==> src/design/fpuPkg.sv <==
package fpuPkg;

    localparam int SQN_W        = 7;    // micro-op sequence number width
    localparam int TAG_W        = 7;    // destination register tag width
    localparam int MANT_W       = 24;   // mantissa incl. hidden bit
    localparam int EXP_BIAS     = 127;
    localparam int CORE_STEPS   = 26;   // 24 result bits + guard + normalization
    localparam int UNIT_LATENCY = CORE_STEPS + 2;   // accept edge to result valid

    // default NaN for every invalid result
    localparam logic [31:0] CANON_NAN = 32'h7FC0_0000;

    typedef enum logic [1:0] {
        CLS_ZERO,       // zero or subnormal
        CLS_NORMAL,
        CLS_INF,
        CLS_NAN
    } fpClass;

    typedef enum logic {
        OP_DIV,
        OP_SQRT
    } divOp;

    // micro-op from the issue stage
    typedef struct packed {
        logic              valid;
        divOp              op;
        logic [31:0]       srcA;
        logic [31:0]       srcB;     // unused for sqrt
        logic [TAG_W-1:0]  tagDst;
        logic [SQN_W-1:0]  sqN;
        logic [31:0]       pc;
    } issueUop;

    // branch resolution, flushes younger micro-ops when taken
    typedef struct packed {
        logic              taken;
        logic [SQN_W-1:0]  sqN;
    } branchProv;

    // micro-op towards writeback
    typedef struct packed {
        logic              valid;
        logic [TAG_W-1:0]  tagDst;
        logic [SQN_W-1:0]  sqN;
        logic [31:0]       pc;
        logic [31:0]       result;
        logic [4:0]        flags;    // NV DZ OF UF NX
    } resultUop;

    typedef struct packed {
        logic              sign;
        fpClass            cls;
        logic signed [9:0] exp;      // unbiased
        logic [MANT_W-1:0] mant;     // 1.f for normals, else zero
    } unpackedFp;

    // raw recurrence output before rounding
    typedef struct packed {
        logic                  sign;
        logic signed [9:0]     exp;
        logic [CORE_STEPS-1:0] mant;    // leading one at msb or one below
        logic                  sticky;  // remainder nonzero
        divOp                  op;
        fpClass                clsA;
        fpClass                clsB;
    } coreResult;

endpackage

==> src/design/fpUnpack.sv <==
`timescale 1ns/1ns

module fpUnpack import fpuPkg::*; (
    input  logic [31:0] in,
    output unpackedFp   out
);

    logic [7:0]  expField;
    logic [22:0] fracField;

    assign expField  = in[30:23];
    assign fracField = in[22:0];

    always_comb begin
        out.sign = in[31];
        out.cls  = CLS_NORMAL;
        out.exp  = '0;
        out.mant = '0;

        if (expField == 8'd0) begin
            out.cls = CLS_ZERO;     // subnormals flushed to zero
        end else if (expField == 8'hFF) begin
            if (fracField == '0) begin
                out.cls = CLS_INF;
            end else begin
                out.cls = CLS_NAN;  // quiet or signalling alike
            end
        end else begin
            out.exp  = {2'b00, expField} - 10'(EXP_BIAS);   // remove bias
            out.mant = {1'b1, fracField};                   // restore hidden bit
        end
    end

endmodule

==> src/design/fpDivSqrtCore.sv <==
`timescale 1ns/1ns

module fpDivSqrtCore import fpuPkg::*; (
    input  logic      clk,
    input  logic      rst,
    input  logic      start,
    input  logic      abort,
    input  divOp      op,
    input  unpackedFp a,
    input  unpackedFp b,
    output logic      done,
    output coreResult res
);

    typedef enum logic [1:0] {
        CORE_IDLE,
        CORE_RUN,
        CORE_DONE
    } coreState;

    coreState state;
    logic [4:0] stepCnt;

    // recurrence registers
    logic [27:0]           rem;        // partial remainder, shared by both ops
    logic [CORE_STEPS-1:0] quo;        // quotient or root digits
    logic [MANT_W-1:0]     divisor;
    logic [51:0]           radicand;   // sqrt operand, consumed two bits per step

    // operand info kept for rounding
    divOp              opReg;
    logic              signReg;
    logic signed [9:0] expReg;
    fpClass            clsAReg;
    fpClass            clsBReg;

    logic [27:0] divTrial;
    logic        divFits;
    logic [27:0] sqrtRem;
    logic [27:0] sqrtTrial;
    logic        sqrtFits;

    logic              sqrtOdd;
    logic [MANT_W:0]   sqrtMant;
    logic signed [9:0] sqrtExpEven;

    // divide step: subtract divisor when it fits
    assign divTrial = rem - {4'b0, divisor};
    assign divFits  = rem >= {4'b0, divisor};

    // sqrt step: bring down next pair, trial is 4q+1
    assign sqrtRem   = {rem[25:0], radicand[51:50]};
    assign sqrtTrial = {quo, 2'b01};
    assign sqrtFits  = sqrtRem >= sqrtTrial;

    // odd exponent: double the mantissa so the exponent halves exactly
    assign sqrtOdd     = a.exp[0];
    assign sqrtMant    = sqrtOdd ? {a.mant, 1'b0} : {1'b0, a.mant};
    assign sqrtExpEven = a.exp - {9'b0, sqrtOdd};

    always_ff @(posedge clk) begin
        if (rst || abort) begin
            state   <= CORE_IDLE;
            stepCnt <= '0;
        end else begin
            case (state)
                CORE_IDLE: begin
                    if (start) begin
                        state   <= CORE_RUN;
                        stepCnt <= '0;
                    end
                end
                CORE_RUN: begin
                    stepCnt <= stepCnt + 5'd1;
                    if (stepCnt == 5'(CORE_STEPS - 1)) begin
                        state <= CORE_DONE;
                    end
                end
                default: begin
                    state <= CORE_IDLE;     // done lasts one cycle
                end
            endcase
        end
    end

    always_ff @(posedge clk) begin
        if (state == CORE_IDLE && start) begin
            opReg   <= op;
            clsAReg <= a.cls;
            clsBReg <= b.cls;
            quo     <= '0;
            if (op == OP_DIV) begin
                signReg  <= a.sign ^ b.sign;
                expReg   <= a.exp - b.exp;
                rem      <= {4'b0, a.mant};
                divisor  <= b.mant;
                radicand <= '0;
            end else begin
                signReg  <= a.sign;
                expReg   <= sqrtExpEven >>> 1;
                rem      <= '0;
                divisor  <= '0;
                radicand <= {sqrtMant, 27'b0};  // root lands with msb at bit 25
            end
        end else if (state == CORE_RUN) begin
            if (opReg == OP_DIV) begin
                quo <= {quo[CORE_STEPS-2:0], divFits};
                rem <= divFits ? {divTrial[26:0], 1'b0} : {rem[26:0], 1'b0};
            end else begin
                quo      <= {quo[CORE_STEPS-2:0], sqrtFits};
                rem      <= sqrtFits ? sqrtRem - sqrtTrial : sqrtRem;
                radicand <= {radicand[49:0], 2'b00};
            end
        end
    end

    assign done = (state == CORE_DONE);

    assign res = '{
        sign:   signReg,
        exp:    expReg,
        mant:   quo,
        sticky: (rem != '0),
        op:     opReg,
        clsA:   clsAReg,
        clsB:   clsBReg
    };

endmodule

==> src/design/fpRoundPack.sv <==
`timescale 1ns/1ns

module fpRoundPack import fpuPkg::*; (
    input  logic        clk,
    input  logic        rst,
    input  logic        done,
    input  coreResult   in,
    output logic        valid,
    output logic [31:0] result,
    output logic [4:0]  flags
);

    logic              top;
    logic [MANT_W-1:0] mantN;
    logic              guard;
    logic              stickyN;
    logic signed [9:0] expN;
    logic              roundUp;
    logic [MANT_W:0]   mantSum;
    logic [MANT_W-1:0] mantR;
    logic signed [9:0] expBiased;
    logic              inexact;

    logic isDiv;
    logic invalid;
    logic divZero;
    logic infRes;
    logic zeroRes;

    logic [31:0] resNext;
    logic [4:0]  flagsNext;

    // one-place normalization
    assign top     = in.mant[CORE_STEPS-1];
    assign mantN   = top ? in.mant[25:2] : in.mant[24:1];
    assign guard   = top ? in.mant[1] : in.mant[0];
    assign stickyN = in.sticky | (top & in.mant[0]);
    assign expN    = top ? in.exp : in.exp - 10'sd1;

    // nearest even
    assign roundUp   = guard & (stickyN | mantN[0]);
    assign mantSum   = {1'b0, mantN} + {{MANT_W{1'b0}}, roundUp};
    assign mantR     = mantSum[MANT_W] ? mantSum[MANT_W:1] : mantSum[MANT_W-1:0];
    assign expBiased = expN + {9'b0, mantSum[MANT_W]} + 10'(EXP_BIAS);
    assign inexact   = guard | stickyN;

    assign isDiv = (in.op == OP_DIV);

    assign invalid = (in.clsA == CLS_NAN)
                   || (isDiv && in.clsB == CLS_NAN)
                   || (isDiv && in.clsA == CLS_ZERO && in.clsB == CLS_ZERO)
                   || (isDiv && in.clsA == CLS_INF && in.clsB == CLS_INF)
                   || (!isDiv && in.sign && in.clsA != CLS_ZERO);   // sqrt of negative

    assign divZero = isDiv && in.clsA == CLS_NORMAL && in.clsB == CLS_ZERO;
    assign infRes  = (in.clsA == CLS_INF);      // inf/finite or sqrt(+inf)
    assign zeroRes = (in.clsA == CLS_ZERO) || (isDiv && in.clsB == CLS_INF);

    // flags are {NV, DZ, OF, UF, NX}
    always_comb begin
        resNext   = {in.sign, expBiased[7:0], mantR[MANT_W-2:0]};
        flagsNext = {4'b0000, inexact};
        if (invalid) begin
            resNext   = CANON_NAN;
            flagsNext = 5'b10000;
        end else if (divZero) begin
            resNext   = {in.sign, 8'hFF, 23'b0};
            flagsNext = 5'b01000;
        end else if (infRes) begin
            resNext   = {in.sign, 8'hFF, 23'b0};
            flagsNext = 5'b00000;
        end else if (zeroRes) begin
            resNext   = {in.sign, 31'b0};
            flagsNext = 5'b00000;
        end else if (expBiased > 10'sd254) begin
            resNext   = {in.sign, 8'hFF, 23'b0};     // overflow to infinity
            flagsNext = 5'b00101;
        end else if (expBiased < 10'sd1) begin
            resNext   = {in.sign, 31'b0};            // flush tiny results
            flagsNext = 5'b00011;
        end
    end

    always_ff @(posedge clk) begin
        if (rst) begin
            valid <= 1'b0;
        end else begin
            valid <= done;
        end
    end

    always_ff @(posedge clk) begin
        if (done) begin
            result <= resNext;
            flags  <= flagsNext;
        end
    end

endmodule

==> src/design/fpDivUnit.sv <==
`timescale 1ns/1ns

module fpDivUnit import fpuPkg::*; (
    input  logic      clk,
    input  logic      rst,
    input  logic      en,
    input  logic      wbAvail,
    output logic      busy,
    input  branchProv branch,
    input  issueUop   issue,
    output resultUop  result
);

    unpackedFp opA;
    unpackedFp opB;
    coreResult coreRes;
    logic      coreDone;

    logic        rpValid;
    logic [31:0] rpResult;
    logic [4:0]  rpFlags;

    logic running;      // op inside the recurrence or rounding
    logic resValid;     // result waiting for writeback

    // metadata of the op in flight
    logic [TAG_W-1:0] tagReg;
    logic [SQN_W-1:0] sqNReg;
    logic [31:0]      pcReg;

    logic issueFlushed;
    logic curFlushed;
    logic accept;

    // true when op s is younger than branch b
    function automatic logic isYounger(input logic [SQN_W-1:0] s,
                                       input logic [SQN_W-1:0] b);
        logic [SQN_W-1:0] diff;
        diff = s - b;
        return $signed(diff) > 0;
    endfunction

    assign issueFlushed = branch.taken && isYounger(issue.sqN, branch.sqN);
    assign curFlushed   = branch.taken && isYounger(sqNReg, branch.sqN);

    assign accept = en && issue.valid && !running && !resValid && !issueFlushed;
    assign busy   = running || resValid || accept;

    fpUnpack unpackA (
        .in  (issue.srcA),
        .out (opA)
    );

    fpUnpack unpackB (
        .in  (issue.srcB),
        .out (opB)
    );

    fpDivSqrtCore core (
        .clk   (clk),
        .rst   (rst),
        .start (accept),
        .abort (running && curFlushed),
        .op    (issue.op),
        .a     (opA),
        .b     (opB),
        .done  (coreDone),
        .res   (coreRes)
    );

    fpRoundPack roundPack (
        .clk    (clk),
        .rst    (rst),
        .done   (coreDone),
        .in     (coreRes),
        .valid  (rpValid),
        .result (rpResult),
        .flags  (rpFlags)
    );

    always_ff @(posedge clk) begin
        if (rst) begin
            running  <= 1'b0;
            resValid <= 1'b0;
        end else if (accept) begin
            running <= 1'b1;
        end else if (running) begin
            if (curFlushed) begin
                running <= 1'b0;    // dropped, no writeback
            end else if (rpValid) begin
                running  <= 1'b0;
                resValid <= 1'b1;
            end
        end else if (resValid && (wbAvail || curFlushed)) begin
            resValid <= 1'b0;       // consumed or flushed while held
        end
    end

    always_ff @(posedge clk) begin
        if (accept) begin
            tagReg <= issue.tagDst;
            sqNReg <= issue.sqN;
            pcReg  <= issue.pc;
        end
    end

    // rounding output stays put until the next op completes
    assign result = '{
        valid:  resValid,
        tagDst: tagReg,
        sqN:    sqNReg,
        pc:     pcReg,
        result: rpResult,
        flags:  rpFlags
    };

endmodule

==> config.mk <==
export PLATFORM = sky130hd
export DESIGN_NAME = fpDivUnit
export DESIGN_NICKNAME = d
export VERILOG_FILES = /design/src/design/fpuPkg.sv /design/src/design/fpUnpack.sv /design/src/design/fpDivSqrtCore.sv /design/src/design/fpRoundPack.sv /design/src/design/fpDivUnit.sv
export SDC_FILE = /design/constraint.sdc
export NUM_CORES = 1
export LEC_CHECK = 0
export BUFFER_PORTS_ARGS = -buffer_cell sky130_fd_sc_hd__buf_2
export CAP_MARGIN = 25
export CORE_MARGIN = 4
export CORE_UTILIZATION = 35
export CTS_BUF_LIST = sky130_fd_sc_hd__clkbuf_16
export DETAILED_ROUTE_END_ITERATION = 8
export PLACE_DENSITY = 0.51
export SLEW_MARGIN = 25
export SYNTH_ARGS = -nofsm -noshare
export SYNTH_HDL_FRONTEND = slang
export SYNTH_SLANG_ARGS = --single-unit
==> constraint.sdc <==
create_clock -name clk -period 10 [get_ports clk]
set_input_delay 1 -clock clk [delete_from_list [all_inputs] [get_ports clk]]
set_output_delay 1 -clock clk [all_outputs]
set_load 0.02 [all_outputs]
# Word level (Yosys, flattened, before mapping)
# Cells that the tools add are included.
# W data, S select, Z words.
[totals] inputBits=124 output_inout_bits=85 wordCells=174 reg_bits=239
[op_classes] n_reduce_logical=56 n_lt_le_gt_ge=6 eq_ne=14 n_bitwise=10 add_sub_neg=13 n_mux=49
[op_table] operator="$mux W52" n=4
[op_table] operator="$mux W28" n=5
[op_table] operator="$mux W34" n=4
[op_table] operator="$mux W31" n=3
[op_table] operator="$mux W23" n=3
[op_table] operator="$mux W24" n=2
[op_table] operator="$logic_not A23 Y1" n=2
[op_table] operator="$ge A28 B24 Y1" n=1
[op_table] operator="$ge A28 B28 Y1" n=1
[op_table] operator="$reduce_bool A28 Y1" n=1
[op_table] operator="$sub A28 B28 Y28" n=1
[op_table] operator="$sub A27 B24 Y27" n=1
[op_table] operator="$add A24 B1 Y25" n=1
[op_table] operator="$mux W25" n=1
[op_table] operator="$mux W5" n=5
[op_table] operator="$mux W10" n=2
[op_table] operator="$logic_and A1 B1 Y1" n=19
[op_table] operator="$sub A8 B7 Y9 const B" n=2
[op_table] operator="$eq A8 B8 Y1 const B" n=2
[op_table] operator="$logic_not A8 Y1" n=2
[op_table] operator="$mux W1" n=15
[op_table] operator="$gt A7 B1 Y1 const B" n=2
[op_table] operator="$sub A7 B7 Y7" n=2
[op_table] operator="$add A10 B1 Y10" n=1
[op_table] operator="other kinds (30)" n=66

# Longest topological paths before layout
[depth] word_depth=13 depth_mapped=27 mapped_depth_nobuf=20

# Hierarchy
# From an unflattened synthesis, not the netlist that was laid out.
[hier_totals] hier_cells=1632 area_unflattened_um2=15591.2
[modules_own_cells] module="fpDivSqrtCore" area_per_inst_um2=9106.2 instances=1 seq_area_each_um2=3453.3 cells_each=990
[modules_own_cells] module="fpRoundPack" area_per_inst_um2=3383.2 instances=1 seq_area_each_um2=1131.1 cells_each=362
[modules_own_cells] module="fpDivUnit" area_per_inst_um2=2063.2 instances=1 seq_area_each_um2=1421.4 cells_each=135
[modules_own_cells] module="fpUnpack (unpackA)" area_per_inst_um2=531.8 instances=1 seq_area_each_um2=0.0 cells_each=73
[modules_own_cells] module="fpUnpack (unpackB)" area_per_inst_um2=506.7 instances=1 seq_area_each_um2=0.0 cells_each=72

# Worst setup path before layout
# OpenSTA, ideal clock, no wires.
[synth_timing] kind="input-to-output" from="in branch[2] in the netlist's numbering" to="out busy" t_arrival_ps=4918 path_buffers=0 cell_stages=10 required_ps=9000 setup_slack_ps=4082 path_cell_list="inv_1 > ha_1 > nor2b_1 > o21a_1 > or4_1 > a211oi_1 > nor2_1 > nor2_1 > inv_1 > nand2_1"
[synth_via] elab_chain_len=6
[synth_lines] item="start, declared" line_no="fpDivUnit.sv:9" rtl="input branchProv branch,"
[synth_lines] item="$sub A7 B7 Y7" line_no="fpDivUnit.sv:39" rtl="diff = s - b;"
[synth_lines] item="$gt A7 B1 Y1" line_no="fpDivUnit.sv:40" rtl="return $signed(diff) > 0;"
[synth_lines] item="$logic_and A1 B1 Y1" line_no="fpDivUnit.sv:43" rtl="assign issueFlushed = branch.taken && isYounger(issue.sqN, branch.sqN);"
[synth_lines] item="$logic_not A1 Y1" line_no="fpDivUnit.sv:46" rtl="assign accept = en && issue.valid && !running && !resValid && !issueFlushed;"
[synth_lines] item="$logic_and A1 B1 Y1" line_no="fpDivUnit.sv:46"
[synth_lines] item="net accept" line_no="fpDivUnit.sv:33" rtl="logic accept;"
[synth_lines] item="$logic_or A1 B1 Y1" line_no="fpDivUnit.sv:47" rtl="assign busy = running || resValid || accept;"
[synth_lines] item="end, declared" line_no="fpDivUnit.sv:8" rtl="output logic busy,"
# The timed path passes the listed nets, and every way through them passes these cells.

# Worst setup path after layout
[layout_timing] from="reg core.quo[25]" to="reg roundPack.result[17] (data pin)"
[layout_via] elab_chain_len=9 elab_cells_between_ends=14 classes_between="add/sub: 3; order compare: 2; mux: 4; bitwise: 4; reduce/logical: 1"
[layout_lines] item="start, declared" line_no="fpDivSqrtCore.sv:26" rtl="logic [CORE_STEPS-1:0] quo;"
[layout_lines] item="start signal, assigned" line_no="fpDivSqrtCore.sv:107" rtl="quo <= {quo[CORE_STEPS-2:0], divFits};"
[layout_lines] item="start signal, assigned" line_no="fpDivSqrtCore.sv:110" rtl="quo <= {quo[CORE_STEPS-2:0], sqrtFits};"
[layout_lines] item="$and A1 B1 Y1" line_no="fpRoundPack.sv:37" rtl="assign stickyN = in.sticky | (top & in.mant[0]);"
[layout_lines] item="$or A1 B1 Y1" line_no="fpRoundPack.sv:37"
[layout_lines] item="$or A1 B1 Y1" line_no="fpRoundPack.sv:41" rtl="assign roundUp = guard & (stickyN | mantN[0]);"
[layout_lines] item="$and A1 B1 Y1" line_no="fpRoundPack.sv:41"
[layout_lines] item="$add A24 B1 Y25" line_no="fpRoundPack.sv:42" rtl="assign mantSum = {1'b0, mantN} + {{MANT_W{1'b0}}, roundUp};"
[layout_lines] item="$add A10 B1 Y10" line_no="fpRoundPack.sv:44" rtl="assign expBiased = expN + {9'b0, mantSum[MANT_W]} + 10'(EXP_BIAS);"
[layout_lines] item="$add A10 B7 Y10" line_no="fpRoundPack.sv:44"
[layout_lines] item="$lt A10 B2 Y1 or $gt A10 B9 Y1 (tied branches)" line_no="fpRoundPack.sv:78, fpRoundPack.sv:75"
[layout_lines] item="$reduce_or A6 Y1 (no source line)"
[layout_lines] item="end signal, assigned" line_no="fpRoundPack.sv:94" rtl="result <= resNext;"
[layout_lines] item="end, declared" line_no="fpRoundPack.sv:9" rtl="output logic [31:0] result,"
# Parallel ways exist; a longest one is shown, timed or not.
# A chain may end at the register's enable or synchronous reset.

==> reports/metrics.yaml <==
r2r_start: "core.quo[25]$_SDFFE_PP0P_"
area_delta_synth_final_pct: 16.2
ff_latch_area_mm2: 0.00601
rr_endpoint: "roundPack.result[17]$_SDFFCE_PP0P_"
gr-usage-all-layers: 0.184
holdCritPathClass: "flip-flop to flip-flop"
dpl.hpwl_um: 33200
cellPowerDensity_mw_per_mm2: 176
fin_util: 0.416
synth-seq-cells: 212
grt_first_pass_wirelength_um: 67000
worstHoldStart: "resValid$_SDFFE_PP0P_"
rr_worst_depth: 18
cts_hold_buf: 0
syn-num-nets: 1805
cts-root-buf: "clkbuf_16"
coreArea_mm2: 0.0413
yosysUniqueCellTypes: 95
wl_um: 43000
portBuffers: 208
start_kind: "flip-flop"
status: "finished clean"
htreeDepth: 1
drtAntennaViolNets: 0
skew_ns: 0.0146
p_leak_nw: 6.61
drtPass1Iterations: 8
cap_violations: 0
die_w_um: 213
whs_path_depth: 2
post_cts_buffers: 0
dp.cells: 2279
r2r_slack_ns: 4.31
ir_worst_vdd_mv: 0.115
drv_slew: 0
syn_avg_cell_area_um2: 9.26
critPathArrivalTime_ns: 5.99
cts_sinks: 212
wl_per_cell_um: 18.5
min_period_over_period: 0.569
yosysWarningCount: 0
timing.fmax_mhz: 176
syn_area_mm2: 0.0148
synth_edf_count: 176
stdcell_count: 2328
postSynthCellCount: 1594
cts_buffers: 26
drive_gt1_frac: 0.170
nFillCells: 4124
setup_viol: 0
clk_pin_slew_ns: 0.06
worst_pin_slew_ns: 0.984
clock_path_buffers: 3
rsz0062_at_grt: "no"
grt_max_degree: 65
cp-startpoint: "core.quo[25]$_SDFFE_PP0P_"
drcViolationCount: 0
crit_path_end_kind: "flip-flop"
drt_iter0_drc: 782
cts_resized: 0
min_to: "resValid$_SDFFE_PP0P_"
ys_async_sr_fraction: 0
io_pins: 209
tns_ns: 0
synth_flop_cell: "edfxtp_1"
p_total_mw: 3.02
rows: 74
clk_latency_ns: 0.55
slew_headroom: 0.344
design_area_mm2: 0.0172
place.gp.congestion: 0.873
final_net_count: 1987
required_ns: 10.31
multiInputGateArea_mm2: 0.00813
start_util: 0.358
finalCriticalPeriod_ns: 5.69
vias: 12600
antenna_found_initial: 1
viasPerCell: 5.40
grt-ovfl-total: 0
design.die.area_mm2: 0.0455
mostFrequentLayoutCells: "buf_2 (208), nand2_1 (185), edfxtp_1 (176)"
crit_type: "flip-flop to flip-flop"
final_common_cell: "buf_2"
crit_fanout: 64
cts_tree: "done"
finalHoldViolations: 0
dpl_cell_area_mm2: 0.0163
ys_seq_area_frac: 0.407
grt_pass1_vias: 11900
die_height_um: 213
sequential cells by signal (all words and copies together) (netlist names), 2 cells and up:
signal and flops:
core.stepCnt 5, roundPack.flags 5, core.rem 28, sqNReg 7
core.radicand 25, core.divisor 24, core.expReg 10, core.state 2
pcReg 32, core.clsBReg 2, core.clsAReg 2, tagReg 7
roundPack.result 32, core.quo 26
metrics by stage:
stage	hold WS (ns)	worst slack, ns
floorplan	0.448	4.08
global placement	0.484	4.38
detailed placement	0.485	4.31
CTS	0.494	4.30
global route	0.525	3.76
finish	0.489	4.31
cell type report:
cell class	count	share of cell area
Sequential cell	212	0.350
Clock buffer	26	0.0379
Tap cell	532	0.0388
Clock inverter	21	0.00970
Inverter	98	0.0214
Multi-Input combinational cell	1215	0.474
Timing Repair Buffer	223	0.0684
Antenna cell	1	0.000146
report_power, final:
part | internal (mW) | switching, mW | leakage (nW)
Clock | 0.524 | 0.384 | 0.413
Sequential | 1.05 | 0.0765 | 1.92
Combinational | 0.408 | 0.578 | 4.28
cells by family after synthesis:
logic type	synth area share
compound gates	0.192
xor+xnor	0.0558
fa+ha+maj	0.0758
buf+inv	0.0460
flops	0.407
mux	0.0363
simple gates	0.187
metal layers:
layer / vias up / part of all wire / track usage
li1: 6250 / - / -
met1: 5901 / 0.48 / 0.269
met2: 372 / 0.44 / 0.293
met3: 52 / 0.061 / 0.0250
met4: 0 / 0.019 / 0.0375
met5: - / 0 / 0
critical path: stages, from the launching register on:
cell       delay [ns]
dfxtp_2          0.31
buf_4            0.51
clkinv_1         0.68
nor2_1           0.36
o2111a_1         0.30
nand4_2          0.20
nor3_1           0.22
nand3_1          0.14
ha_1             0.28
ha_1             0.23
and4b_1          0.19
a21oi_1          0.33
nand3_1          0.12
a2111oi_0        0.40
a221oi_1         0.09
a2111oi_0        0.40
nor2_1           0.20
nand3_2          0.24
and3b_1          0.21
cells in the mapped netlist (all sizes together), types with 18 or more instances:
cell type  count  area share
nor2         112       0.029
dfxtp         36       0.049
mux2i         48       0.033
nor2b         20      0.0085
a211oi        20       0.011
a21oi        122       0.041
o31ai         31       0.016
edfxtp       176        0.36
nor3          33       0.012
clkbuf        45       0.011
a21o          28       0.014
nand3         44       0.015
ha            83       0.070
xnor2         55       0.033
nand2        186       0.047
buf           24      0.0097
nand2b        18      0.0081
o21ai         96       0.033
xor2          39       0.023
nor4          30       0.014
and2          37       0.016
inv           97       0.025
nand4         20      0.0089
worst max-delay path by stage:
| stage | cells past startpoint | end | slack, ns |
|---|---|---|---|
| detailed placement | 18 | roundPack.result[17]$_SDFFCE_PP0P_ | 4.31 |
| global placement | 21 | roundPack.result[17]$_SDFFCE_PP0P_ | 4.38 |
| CTS | 18 | roundPack.result[17]$_SDFFCE_PP0P_ | 4.30 |
| floorplan | 10 | busy | 4.08 |
| global route | 18 | roundPack.result[17]$_SDFFCE_PP0P_ | 3.76 |
| finish | 18 | roundPack.result[17]$_SDFFCE_PP0P_ | 4.31 |
(Power assumes the default switching activity.)
